$ cat src/hdl/wrf_pkg.sv
// Register file base types
// Machine word type and width
// Register index map of the register block
`default_nettype none

package wrf_pkg;

  // Word width of the minicomputer
  parameter int WORD_W = 16;

  // One machine word
  typedef logic [WORD_W-1:0] word_t;

  // Register index map, P sits at index 2
  typedef enum logic [2:0] {
    reg_sts = 3'd0, // Status, plain register here
    reg_d   = 3'd1,
    reg_p   = 3'd2, // Program counter, not in the general file
    reg_b   = 3'd3,
    reg_l   = 3'd4, // Link
    reg_a   = 3'd5,
    reg_t   = 3'd6,
    reg_x   = 3'd7
  } reg_idx_e;

  // Number of general registers, all indexes except P
  parameter int NUM_GREGS = 7;

  // Width of a general register slot number
  parameter int SLOT_W = 3;

endpackage : wrf_pkg

`default_nettype wire

$ cat src/hdl/wrf_ctl_pkg.sv
// Register block command types
// Opcode enum, command word, P source select, decoded controls
`default_nettype none

package wrf_ctl_pkg;

  typedef enum logic [2:0] {
    op_nop   = 3'd0, // Hold P
    op_fetch = 3'd1, // P plus one
    op_skip  = 3'd2, // P plus two
    op_jump  = 3'd3, // P plus signed disp
    op_write = 3'd4, // External data to dst
    op_copy  = 3'd5  // src to dst
  } wrf_op_e;

  // Command as seen at the block inputs, 38 bits
  typedef struct packed {
    wrf_op_e           op;
    wrf_pkg::reg_idx_e dst;
    wrf_pkg::reg_idx_e src;
    logic signed [7:0] disp;  // Relative jump distance
    wrf_pkg::word_t    data;  // Write data
    logic [4:0]        spare; // Tied low
  } wrf_cmd_t;

  // Source of the next P value
  typedef enum logic [1:0] {
    p_hold = 2'd0, // Recirculate
    p_next = 2'd1, // Next-address adder
    p_rb   = 2'd2  // RB write bus
  } p_src_e;

  // Decoded control levels, 26 bits
  typedef struct packed {
    p_src_e            p_src;
    wrf_pkg::word_t    add_offset;  // Adder operand, sign-extended
    logic              wr_en;       // General register write
    wrf_pkg::reg_idx_e wr_idx;
    logic              rb_from_reg; // RB driven by register read port
    wrf_pkg::reg_idx_e rd_idx;
  } wrf_ctl_t;

endpackage : wrf_ctl_pkg

`default_nettype wire

$ cat src/hdl/wrf_cmd_decode.sv
// Command decoder of the register block
// Maps one command to P source, adder operand and write controls
// Redirects register writes aimed at P onto the P source select
`timescale 1ns/1ps
`default_nettype none

module wrf_cmd_decode (
  input  wire wrf_ctl_pkg::wrf_cmd_t cmd,
  output      wrf_ctl_pkg::wrf_ctl_t ctl
);

  import wrf_pkg::*;
  import wrf_ctl_pkg::*;

  // Fixed increments for fetch and skip
  localparam word_t INC_FETCH = word_t'(1);
  localparam word_t INC_SKIP  = word_t'(2);

  always_comb begin
    // Defaults give a hold with no write
    ctl.p_src       = p_hold;
    ctl.add_offset  = '0;
    ctl.wr_en       = 1'b0;
    ctl.wr_idx      = cmd.dst;
    ctl.rb_from_reg = 1'b0;
    ctl.rd_idx      = cmd.src; // Read port always follows src

    case (cmd.op)
      op_fetch: begin
        ctl.p_src      = p_next;
        ctl.add_offset = INC_FETCH;
      end
      op_skip: begin
        ctl.p_src      = p_next;
        ctl.add_offset = INC_SKIP;
      end
      op_jump: begin
        ctl.p_src      = p_next;
        // Sign-extend the 8-bit displacement
        ctl.add_offset = {{(WORD_W-8){cmd.disp[7]}}, cmd.disp};
      end
      op_write, op_copy: begin
        ctl.rb_from_reg = (cmd.op == op_copy); // Copy puts src on RB
        if (cmd.dst == reg_p) begin
          ctl.p_src = p_rb;    // P loads from RB
        end else begin
          ctl.wr_en = 1'b1;    // General register takes RB
        end
      end
      default: begin
        ctl.p_src = p_hold;    // op_nop and unused codes
      end
    endcase
  end

endmodule : wrf_cmd_decode

`default_nettype wire

$ cat src/hdl/wrf_next_addr.sv
// Next-address adder of the P register
// Forms P plus increment, skip or relative displacement
`timescale 1ns/1ps
`default_nettype none

module wrf_next_addr (
  input  wire wrf_pkg::word_t p,
  input  wire wrf_pkg::word_t offset,
  output      wrf_pkg::word_t nlca
);

  import wrf_pkg::*;

  word_t gen;   // Carry generate per bit
  word_t prop;  // Carry propagate per bit
  word_t carry; // Carry into each bit

  // Generate and propagate terms
  assign gen  = p & offset;
  assign prop = p ^ offset;

  // Carry chain, no carry in
  always_comb begin
    carry[0] = 1'b0;
    for (int i = 1; i < WORD_W; i++) begin
      carry[i] = gen[i-1] | (prop[i-1] & carry[i-1]);
    end
  end

  // Carry out of the top bit is dropped so the sum wraps
  assign nlca = prop ^ carry;

endmodule : wrf_next_addr

`default_nettype wire

$ cat src/hdl/wrf_preg.sv
// Program counter P and its shadow PR
// Three-way source mux: hold, next address, RB bus
// P loads on the alu_clk strobe, PR on the alu_clk_n strobe
`timescale 1ns/1ps
`default_nettype none

module wrf_preg #(
  parameter wrf_pkg::word_t RESET_P = '0 // P and PR after reset
) (
  input  wire                      sysclk,
  input  wire                      rst_n,
  input  wire                      alu_clk,   // ALU phase strobe, P load
  input  wire                      alu_clk_n, // Opposite phase strobe, PR load
  input  wire wrf_ctl_pkg::p_src_e p_src,
  input  wire wrf_pkg::word_t      nlca,      // From next-address adder
  input  wire wrf_pkg::word_t      rb,        // RB write bus
  output      wrf_pkg::word_t      p,
  output      wrf_pkg::word_t      pr
);

  import wrf_pkg::*;
  import wrf_ctl_pkg::*;

  word_t p_in; // Selected next value, shared by P and PR

  // Source mux
  always_comb begin
    case (p_src)
      p_hold:  p_in = p;
      p_next:  p_in = nlca;
      p_rb:    p_in = rb;
      default: p_in = p; // Unused code holds
    endcase
  end

  // P register, ALU phase
  always_ff @(posedge sysclk or negedge rst_n) begin
    if (!rst_n) begin
      p <= RESET_P;
    end else if (alu_clk) begin
      p <= p_in;
    end
  end

  // PR shadow, opposite phase
  // Takes the mux output, so a pending fetch shows up here first
  always_ff @(posedge sysclk or negedge rst_n) begin
    if (!rst_n) begin
      pr <= RESET_P;
    end else if (alu_clk_n) begin
      pr <= p_in;
    end
  end

endmodule : wrf_preg

`default_nettype wire

$ cat src/hdl/wrf_regs.sv
// General registers STS, D, B, L, A, T and X
// One write port, strobed by alu_clk
// Source read port and external read port, both return P at index 2
`timescale 1ns/1ps
`default_nettype none

module wrf_regs (
  input  wire                    sysclk,
  input  wire                    rst_n,
  input  wire                    wr_en,
  input  wire                    alu_clk,
  input  wire wrf_pkg::reg_idx_e wr_idx,
  input  wire wrf_pkg::reg_idx_e rd_idx, // Source port select
  input  wire wrf_pkg::reg_idx_e rd_sel, // External port select
  input  wire wrf_pkg::word_t    wr_data,
  input  wire wrf_pkg::word_t    p,      // Current P for index 2
  output      wrf_pkg::word_t    src_data,
  output      wrf_pkg::word_t    rd_data
);

  import wrf_pkg::*;

  word_t gregs [NUM_GREGS]; // Seven words, P has no slot

  // Squeeze the index map around P into slots 0..6
  function automatic logic [SLOT_W-1:0] slot_of(input reg_idx_e idx);
    logic [SLOT_W-1:0] raw;
    raw = SLOT_W'(idx);
    if (raw > SLOT_W'(reg_p)) begin
      return raw - SLOT_W'(1); // Above P shifts down
    end
    return raw;
  endfunction

  // Read port with P bypass
  function automatic word_t read_reg(input reg_idx_e idx, input word_t p_val,
                                     input word_t regs [NUM_GREGS]);
    if (idx == reg_p) begin
      return p_val;
    end
    return regs[slot_of(idx)];
  endfunction

  // Write port
  always_ff @(posedge sysclk or negedge rst_n) begin
    if (!rst_n) begin
      for (int i = 0; i < NUM_GREGS; i++) begin
        gregs[i] <= '0;
      end
    end else if (wr_en && alu_clk) begin
      gregs[slot_of(wr_idx)] <= wr_data; // P itself is loaded in wrf_preg
    end
  end

  assign src_data = read_reg(rd_idx, p, gregs); // Feeds the RB bus on copy
  assign rd_data  = read_reg(rd_sel, p, gregs); // Block output

endmodule : wrf_regs

`default_nettype wire

$ cat src/hdl/wrf_rblock.sv
// Register block top level
// Command decoder, next-address adder, P register, general registers
// RB bus select between external data and register read port
`timescale 1ns/1ps
`default_nettype none

module wrf_rblock #(
  parameter wrf_pkg::word_t RESET_P = '0 // Start address after reset
) (
  input  wire                        sysclk,
  input  wire                        rst_n,
  input  wire                        alu_clk,
  input  wire                        alu_clk_n,
  input  wire wrf_ctl_pkg::wrf_cmd_t cmd,
  input  wire wrf_pkg::reg_idx_e     rd_sel,
  output      wrf_pkg::word_t        p,
  output      wrf_pkg::word_t        pr,
  output      wrf_pkg::word_t        rd_data
);

  import wrf_pkg::*;
  import wrf_ctl_pkg::*;

  wrf_ctl_t ctl;      // Decoded control levels
  word_t    nlca;     // Next address
  word_t    src_data; // Register named by ctl.rd_idx
  word_t    rb;       // RB write bus

  // Copy takes a register, write takes the command data
  assign rb = ctl.rb_from_reg ? src_data : cmd.data;

  wrf_cmd_decode u_decode (
    .cmd (cmd),
    .ctl (ctl)
  );

  wrf_next_addr u_next_addr (
    .p      (p),
    .offset (ctl.add_offset),
    .nlca   (nlca)
  );

  wrf_preg #(
    .RESET_P (RESET_P)
  ) u_preg (
    .sysclk    (sysclk),
    .rst_n     (rst_n),
    .alu_clk   (alu_clk),
    .alu_clk_n (alu_clk_n),
    .p_src     (ctl.p_src),
    .nlca      (nlca),
    .rb        (rb),
    .p         (p),
    .pr        (pr)
  );

  wrf_regs u_regs (
    .sysclk   (sysclk),
    .rst_n    (rst_n),
    .wr_en    (ctl.wr_en),
    .alu_clk  (alu_clk),
    .wr_idx   (ctl.wr_idx),
    .rd_idx   (ctl.rd_idx),
    .rd_sel   (rd_sel),
    .wr_data  (rb),       // Same bus that feeds P
    .p        (p),
    .src_data (src_data),
    .rd_data  (rd_data)
  );

endmodule : wrf_rblock

`default_nettype wire

$ cat config.mk
export PLATFORM = sky130hd
export DESIGN_NAME = wrf_rblock
export DESIGN_NICKNAME = d
export VERILOG_FILES = /design/src/hdl/wrf_pkg.sv /design/src/hdl/wrf_ctl_pkg.sv /design/src/hdl/wrf_cmd_decode.sv /design/src/hdl/wrf_next_addr.sv /design/src/hdl/wrf_preg.sv /design/src/hdl/wrf_regs.sv /design/src/hdl/wrf_rblock.sv
export SDC_FILE = /design/constraint.sdc
export NUM_CORES = 1
export LEC_CHECK = 0
export ABC_AREA = 0
export BUFFER_PORTS_ARGS = -buffer_cell sky130_fd_sc_hd__buf_2
export CAP_MARGIN = 20
export CELL_PAD_IN_SITES_DETAIL_PLACEMENT = 0
export CELL_PAD_IN_SITES_GLOBAL_PLACEMENT = 1
export CORE_MARGIN = 2
export CORE_UTILIZATION = 40
export CTS_CLUSTER_SIZE = 12
export DETAILED_ROUTE_END_ITERATION = 12
export PLACE_DENSITY_LB_ADDON = 0.1
export SYNTH_ARGS = -nofsm -noshare
export SYNTH_HDL_FRONTEND = slang
export SYNTH_SLANG_ARGS = --single-unit
$ cat constraint.sdc
create_clock -name sysclk -period 17.1 [get_ports sysclk]
set_input_delay 0.855 -clock sysclk [delete_from_list [all_inputs] [get_ports sysclk]]
set_output_delay 0.855 -clock sysclk [all_outputs]
set_load 0.01 [all_outputs]
After elaboration in Yosys (flattened, before gate mapping)
Cells that the tools add are included.

Add/subtract/negate cells: 3. $lt $le $gt $ge: 7. Equal/unequal tests: 10. Muxes and demuxes: 38. Bitwise gates (word level): 34. Reductions and logical operators: 4.

Operators with widths (number): $mux 16 (10); $bwmux 112 (1); $bmux 16 s3 (2); $demux 16 s3 (1); $pmux 16 s3 (1); $pmux 16 s2 (1); $xor 16x16->16 (2); $mux 3 (9); $and 15x15->15 (1); $eq 3x2->1 const B (5); $and 1x1->1 (14); $or 1x1->1 (14); $ge 4x4->1 const B (3); $not 3->4 (3); $mux 1 (11); $gt 3x2->1 const B (3); $sub 3x1->3 const B (3); $eq 3x3->1 const B (2); $lt 4x1->1 const B (1); $pmux 2 s2 (1); $eq 3x1->1 const B (1); $reduce_or 3->1 (1); $eq 2x1->1 const B (1); $eq 2x2->1 const B (1); 3 further kinds (4).

Flip-flop bits (word level): 144. Input port bits: 45. Output and inout bits: 48.

Depth between registers and ports, before layout
Gate-level depths: netlist of run 1.

Depth after elaboration: 33. Depth in mapped cells: 24. Depth with buffers taken out: 24.

By module
From an unflattened synthesis of run 1, not the netlist that was laid out.

Cell total of the unflattened synthesis: 1088. Area total of the unflattened synthesis: 11054.4 um^2.

Modules (own cells, without submodules): wrf_regs (times used 1, cells an instance 874, area each 8620.8 um^2, seq. area each 2802.7 um^2); wrf_preg (times used 1, cells an instance 147, area each 1652.8 um^2, seq. area each 800.8 um^2); wrf_next_addr (times used 1, cells an instance 16, area each 316.6 um^2, seq. area each 0.0 um^2); wrf_rblock (times used 1, cells an instance 18, area each 249.0 um^2, seq. area each 0.0 um^2); wrf_cmd_decode (times used 1, cells an instance 33, area each 215.2 um^2, seq. area each 0.0 um^2).

Least setup slack after synthesis of run 1
No wires, ideal clock.

Path kind: input -> register. Start point: input cmd[36] (netlist name). End point: register u_preg.pr[15]. Library setup time: 0.076 ns. Arrival: 7.329 ns. Required time: 17.024 ns. Setup slack: 9.694 ns. Cell stages on the path: 24. Buffers on the path: 0. Cell sequence: nor2b_1 -> nor3b_1 -> ha_1 -> inv_1 -> fa_1 -> fa_1 -> fa_1 -> fa_1 -> fa_1 -> fa_1 -> fa_1 -> fa_1 -> fa_1 -> fa_1 -> fa_1 -> fa_1 -> fa_1 -> fa_1 -> xnor2_1 -> xnor2_1 -> nand2_1 -> o211ai_1 -> o21ai_0 -> o21ai_1.

Word-level cells in the longest chain between the ends: 33. Elaborated cells on any way between the ends: 45.

RTL lines: start, declared (RTL line wrf_rblock.sv:14) `input wire wrf_ctl_pkg::wrf_cmd_t cmd,`; $eq 3x2->1 or $eq 3x1->1 (tied branches) (RTL line wrf_cmd_decode.sv:28) `case (cmd.op)`; $pmux 16 s3 (RTL line wrf_cmd_decode.sv:28); $xor 16x16->16 or $and 15x15->15 (tied branches) (RTL line wrf_next_addr.sv:20, wrf_next_addr.sv:19); $and 1x1->1 (RTL line wrf_next_addr.sv:26) `carry[i] = gen[i-1] | (prop[i-1] & carry[i-1]);`; $or 1x1->1 (RTL line wrf_next_addr.sv:26); $and 1x1->1 (RTL line wrf_next_addr.sv:26); $or 1x1->1 (RTL line wrf_next_addr.sv:26); $and 1x1->1 (RTL line wrf_next_addr.sv:26); [... 17 more ...]; $and 1x1->1 (RTL line wrf_next_addr.sv:26); $or 1x1->1 (RTL line wrf_next_addr.sv:26); $and 1x1->1 (RTL line wrf_next_addr.sv:26); $or 1x1->1 (RTL line wrf_next_addr.sv:26); $and 1x1->1 (RTL line wrf_next_addr.sv:26); $or 1x1->1 (RTL line wrf_next_addr.sv:26); $xor 16x16->16 (RTL line wrf_next_addr.sv:31) `assign nlca = prop ^ carry;`; $pmux 16 s2 * (RTL line wrf_preg.sv:28) `case (p_src)`; end signal, assigned (RTL line wrf_preg.sv:51) `pr <= p_in;`; end, declared (RTL line wrf_preg.sv:18) `output wrf_pkg::word_t pr`.

Mark *: on every way between the ends. The rest lies on a longest branch, timed or not. A chain may end at the register's enable or synchronous reset.

Final worst setup path of run 1
Ends and elaborated chain as after synthesis.

==> flow_metrics.tcl, run 1 <==
set metrics [dict create \
    vias 10040 \
    worstPathRequired_ns 17.46 \
    hpwl_um 24370 \
    worstSetupPathType "primary input to flip-flop" \
    rows 59 \
    endpoint_kind "flip-flop" \
    yosysMostFrequentCell "nand2_1" \
    use_met1 0.4242 \
    synth.area.top_cells "dfrtp_1 (34%), nand2_1 (7.0%), o21ai_1 (6.9%), o21ai_0 (5.6%), mux4_2 (3.4%)" \
    post-route-util 0.4500 \
    clock-root-buffer "clkbuf_16" \
    antenna_found_initial 1 \
    crit_fanout 8 \
    reg2reg_setup_slack_ns 9.91 \
    p_per_area_mw_per_mm2 110.8 \
    globalRouteMet2Util 0.4285 \
    ir_drop_mv 0.05073 \
    die_w_um 166.0 \
    grt.busiest_layer "met2" \
    crit_family "adder cells" \
    slew_violations 0 \
    critPathBufInv 2 \
    synth_area_per_cell_sq_um 8.401 \
    core_sq_mm 0.02591 \
    synth-edff-count 0 \
    setup_viol 0 \
    hold_path_class "primary input to asynchronous set/reset pin" \
    worst_pin_slew_ns 1.074 \
    drtIter0Drc 1131 \
    nets 1340 \
    grtUsageMet3 0.04933 \
    post-route-min-period_ns 7.568 \
    synthCells 1249 \
    initial_utilization 0.4049 \
    relSlewSlack 0.2832 \
    globalplace.congestion 0.8369 \
    slowest_delay_ns 0.43 \
    cts-htree-levels 4 \
    outcome "finished, final reports clean" \
    syn_nets 1317 \
    power.total_mw 1.292 \
    leakage_nw 4.624 \
    max_freq_mhz 132.1 \
    synth_top_area_share 0.3434 \
    first_pass_iters 8 \
    cts_buffer_depth 2 \
    crit_path_start_kind "primary input" \
    io_pins 93 \
    hold_slack_ns 0.4456 \
    syn-cell-area_sq_mm 0.01049 \
    fin_skew_ns 0.01247 \
    layout-drive-gt1-share 0.1774 \
    synth_cell_types 57 \
    die_area_sq_mm 0.02754 \
    synth_top_area_cell "dfrtp_1" \
    fp.dieH_um 166.0 \
    drc 0 \
    seq_area_frac_synth 0.3434 \
    cts_resized 0 \
    wire_per_inst_um 24.34 \
    cpMaxStageDelayCell "fa_1" \
    hold_buffers 0 \
    ys_seq_elements 144 \
    tns_ns 0 \
    wirelength_um 39450 \
    crit_top_cell "fa_1" \
    rsz0062_at_grt "no" \
    ys.warnings.count 0 \
    grtUsageTotal 0.2872 \
    critical_path_arrival_ns 7.93 \
    grt_max_degree 100 \
    final-hold-violation-count 0 \
    cts_num_sinks 144 \
    synth_commonest_cells "nand2_1 (195), dfrtp_1 (144), o21ai_1 (144)" \
    port_buffers 87 \
    overflow 0 \
    grt_pass1_wl_um 60550 \
    postRouteAntennaNets 0 \
    cap_viol_max_count 0 \
    insertion_delay_ns 0.44 \
    cts_buffers 17 \
    grt_pass1_vias 9287 \
    cts_tree "built" \
    synthArstFlopShare 1.000 \
    syn2layout_area_growth_pct 11.14 \
    post-cts-setup-buffers 0 \
    via_per_inst 6.194 \
    clk_pin_slew_ns 0.07 \
    period_share 0.4426 \
    ys.flop_type "dfrtp_1" \
]
path summary, 6_finish.rpt:
path	from	endpoint	cells after the start
max in group asynchronous	rst_n	u_regs.gregs[20]$_DFFE_PN0P_	2
max reg2reg	u_preg.p[0]$_DFFE_PN0P_	u_preg.pr[15]$_DFFE_PN0P_	22
min	rst_n	u_regs.gregs[65]$_DFFE_PN0P_	1
min reg2reg	u_preg.pr[10]$_DFFE_PN0P_	u_preg.pr[10]$_DFFE_PN0P_	2
max	cmd[36]	u_preg.pr[15]$_DFFE_PN0P_	25
min in group sysclk	u_preg.pr[10]$_DFFE_PN0P_	u_preg.pr[10]$_DFFE_PN0P_	2
where the power goes:
part / switching (mW) / internal, mW
Clock: 0.177 / 0.194
Sequential: 0.0949 / 0.417
Combinational: 0.236 / 0.173
cell families (layout without fill, tap and decap cells):
logic type               Yosys count  in the layout  share of synthesized area
XOR/XNOR                           3              3                   0.002505
AO/OA/AOI/OAI                    492            492                     0.3104
adder cells (fa/ha/maj)           23             23                    0.03744
buffers and inverters            168            204                    0.06904
other                              0              1                          0
AND/OR/NAND/NOR                  364            364                     0.1615
multiplexers                      55             55                    0.07572
flip-flops                       144            144                     0.3434
layer usage:
metal	up-vias	wire [um]	share of wire
met5	-	0	0
met2	409	17380	0.44
met4	0	1058	0.027
li1	4694	-	-
met3	53	2867	0.073
met1	4885	18150	0.46
cells in the final DEF (no fill, tap or decap), types with 3 or more instances in the layout:
cell type	synthesis	final
a221oi_1	16	16
nand2_1	195	194
inv_8	0	4
o211ai_1	20	20
dfrtp_1	144	144
o21ai_1	144	144
fa_1	14	14
inv_6	0	8
and3_1	4	4
o22ai_1	17	17
o21a_1	3	3
o21ai_0	118	118
a221o_1	15	15
mux4_2	16	16
ha_1	9	7
nor2b_1	10	7
inv_1	58	58
o221ai_2	15	15
clkbuf_16	0	17
a311oi_2	7	7
nor3b_1	30	30
a311oi_1	20	20
o311ai_0	14	14
and3b_1	5	5
mux2i_1	4	4
buf_2	36	86
nand2b_1	19	19
nand3b_1	3	3
a21oi_1	56	56
a222oi_1	32	32
nor2_1	53	52
mux2_2	27	27
nor3b_2	3	3
nand3_1	35	35
buf_4	3	27
mux2_1	8	8
sequential cells by signal, summed over array words and instances (netlist names):
signal / count
u_preg.p: 16
u_regs.gregs: 112
u_preg.pr: 16
cell type report:
cell class	instances	area, sq um
clock buffers	17	425.4
repair buffers	114	644.4
clock inverters	15	137.6
flip-flops and latches	144	3603
inverters	58	217.7
diodes	1	2.502
fillers	2622	14250
multi-input cells	937	6211
well taps	335	419.2
worst register-to-register path: stages (launching register included):
cell	delay, ns
dfrtp_1	0.51
ha_1	0.20
inv_1	0.04
fa_1	0.38
fa_1	0.40
fa_1	0.40
fa_1	0.40
fa_1	0.39
fa_1	0.39
fa_1	0.39
fa_1	0.39
fa_1	0.39
fa_1	0.43
fa_1	0.42
fa_1	0.40
fa_1	0.42
fa_1	0.40
xnor2_1	0.18
xnor2_1	0.14
nand2_1	0.10
o211ai_1	0.16
o21ai_0	0.10
o21ai_1	0.09
stage by stage:
step | setup WS, ns | instances | instance area (sq um)
after floorplan | 9.694 | 1249 | 10490
after global placement | 9.138 | 1588 | 11100
after detailed placement | 9.092 | 1588 | 11100
after CTS | 9.518 | 1620 | 11660
after global routing | 9.189 | 1621 | 11660
final | 9.532 | 1621 | 11660
(Power assumes the default switching activity.)
==> run 2, diff against run 1 <==
- clock period: 17.1 -> 6.4 ns (I/O delays scaled with it)
==> run 2 against run 1 <==
Against the previous run:
- sequential share of layout area down 0.49 points
- core utilization up 0.72 points
- routed wire length up 0.77%
- die area unchanged
- clock skew up 0.0060 ns
- critical path depth down 3
- worst setup slack worse by 9.4 ns
- sequential power rose to 2.7 times the previous value
- register-to-register slack worse by 9.8 ns
==> flow_metrics.tcl, run 2 (synthesis results as in run 1) <==
set metrics [dict create \
    outcome "finished, final reports clean" \
    via_per_inst 6.244 \
    hold_slack_ns 0.3577 \
    grt_pass1_wl_um 60240 \
    reg2reg_setup_slack_ns 0.16 \
    core_sq_mm 0.02591 \
    slowest_delay_ns 0.36 \
    place_inst 1596 \
    overflow 0 \
    comb_power_share 0.316 \
    syn2layout_area_growth_pct 12.91 \
    final-hold-violation-count 0 \
    p_seq_frac 0.385 \
    max_freq_mhz 160.3 \
    post-route-util 0.4572 \
    rsz0062_at_grt "yes" \
    relSlewSlack 0.1889 \
    worstPathCellList "ha_2 > inv_2 > fa_2 > fa_2 > fa_2 > fa_2 > fa_2 > fa_2 > fa_2 > fa_2 > fa_2 > fa_2 > fa_2 > fa_2 > fa_2 > fa_2 > xnor2_2 > xnor2_1 > nand2_1 > o211ai_1 > o21ai_1 > o21ai_1" \
    fin_skew_ns 0.01847 \
    internal_power_mw 2.191 \
    wire_per_inst_um 24.39 \
    ir_drop_mv 0.1379 \
    drc 0 \
    crit_family "adder cells" \
    place_ws_ns -0.4140 \
    nets 1349 \
    switching_share 0.3813 \
    drtIter0Drc 1246 \
    worstPathRequired_ns 6.75 \
    insertion_delay_ns 0.44 \
    period_share 0.9750 \
    antenna_found_initial 1 \
    globalplace.congestion 0.8442 \
    cap_viol_max_count 0 \
    largest_register "u_regs.gregs" \
    place_area_sq_mm 0.01120 \
    die_w_um 166.0 \
    grt_pass1_vias 9445 \
    instances_no_fill 1630 \
    leakage_nw 4.707 \
    hold_path_class "primary input to flip-flop" \
    worstRegToRegCells 22 \
    postRouteAntennaNets 0 \
    clk_pin_slew_ns 0.06 \
    worstSetupPathType "flip-flop to flip-flop" \
    worstReg2RegEnd "u_preg.pr[15]$_DFFE_PN0P_" \
    post-route-min-period_ns 6.240 \
    port_buffers 87 \
    cts_buffers 17 \
    worst_pin_slew_ns 1.217 \
    cts_buffer_depth 2 \
    finalWorstSetupSlack_ns 0.1598 \
    postLayoutCellArea_sq_mm 0.01185 \
    p_per_area_mw_per_mm2 298.8 \
    critical_path_arrival_ns 6.59 \
    wirelength_um 39750 \
    worstHoldStart "alu_clk" \
    cts_num_sinks 144 \
    grtUsageTotal 0.2859 \
    cts-htree-levels 4 \
    cpMaxStageDelayCell "fa_2" \
    hpwl_um 25290 \
    layout-drive-gt1-share 0.1971 \
    largest_registers "u_regs.gregs x112, u_preg.p x16, u_preg.pr x16" \
    die_area_sq_mm 0.02754 \
    r2r-start "u_preg.p[0]$_DFFE_PN0P_" \
    initial_utilization 0.4049 \
    tns_ns 0 \
    crit_path_start "u_preg.p[0]$_DFFE_PN0P_" \
    switching_power_mw 1.350 \
    endpoint_kind "flip-flop" \
    grt_max_degree 99 \
    slew_violations 0 \
    crit_end "u_preg.pr[15]$_DFFE_PN0P_" \
    rows 59 \
    final_cell_mix "nand2_1 (193), o21ai_1 (145), dfrtp_1 (144)" \
    crit_fanout 2 \
    crit_top_cell "fa_2" \
    clock-root-buffer "clkbuf_16" \
    pwr-share-clk 0.300 \
    path_depth 22 \
    first_pass_iters 9 \
    crit_path_start_kind "flip-flop" \
    post-cts-setup-buffers 0 \
    critPathBufInv 1 \
    fp.dieH_um 166.0 \
    cts_tree "built" \
    power.total_mw 3.540 \
    setup_viol 0 \
    io_pins 93 \
    vias 10180 \
    final_common_cell "nand2_1" \
    largest_reg_flops 112 \
]
==> run 2: power groups by stage <==
stage / logic (mW) / clock network [mW] / registers, mW
2_1_floorplan: 0.763 / 0 / 1.32
3_3_place_gp: 1.10 / 0 / 1.36
3_5_place_dp: 1.11 / 0 / 1.37
4_1_cts: 1.12 / 1.08 / 1.35
5_1_grt: 1.24 / 1.11 / 1.40
6_report: 1.12 / 1.06 / 1.36
==> run 2: worst min-delay path, cell delays in order <==
cell	delay, ns
buf_2	0.13
nand2_1	0.17
o221ai_2	0.12
==> run 2: cell type report <==
class	instances	area, sq um
Clock buffer	18	439.2
Timing Repair Buffer	123	724.4
Tap cell	335	419.2
Clock inverter	14	172.7
Sequential cell	144	3603
Inverter	58	217.7
Antenna cell	1	2.502
Multi-Input combinational cell	937	6269
Fill cell	2554	14060
==> run 2: what timing repair did <==
item,in CTS,in global routing
gates resized for setup,0,8
hold buffers,1,0
hold endpoints to repair,73,0
setup endpoints to repair,0,3
==> run 2: worst min-delay path by stage <==
| stage | endpoint | depth (start not counted) | slack [ns] |
|---|---|---|---|
| 2_1_floorplan | u_preg.p[0]$_DFFE_PN0P_ | 0 | 0.02 |
| 3_3_place_gp | u_regs.gregs[97]$_DFFE_PN0P_ | 1 | 0.40 |
| 3_5_place_dp | u_regs.gregs[98]$_DFFE_PN0P_ | 1 | 0.41 |
| 4_1_cts | u_preg.p[15]$_DFFE_PN0P_ | 3 | 0.33 |
| 5_1_grt | u_preg.p[15]$_DFFE_PN0P_ | 3 | 0.37 |
| 6_report | u_preg.p[15]$_DFFE_PN0P_ | 3 | 0.36 |
==> run 2: per-layer routing <==
metal,wire length (um),vias up,global-route usage
met5,0,-,0
met4,627,0,0.06994
met3,3168,44,0.05243
met2,18070,457,0.4413
met1,17880,4961,0.4160
li1,-,4715,-
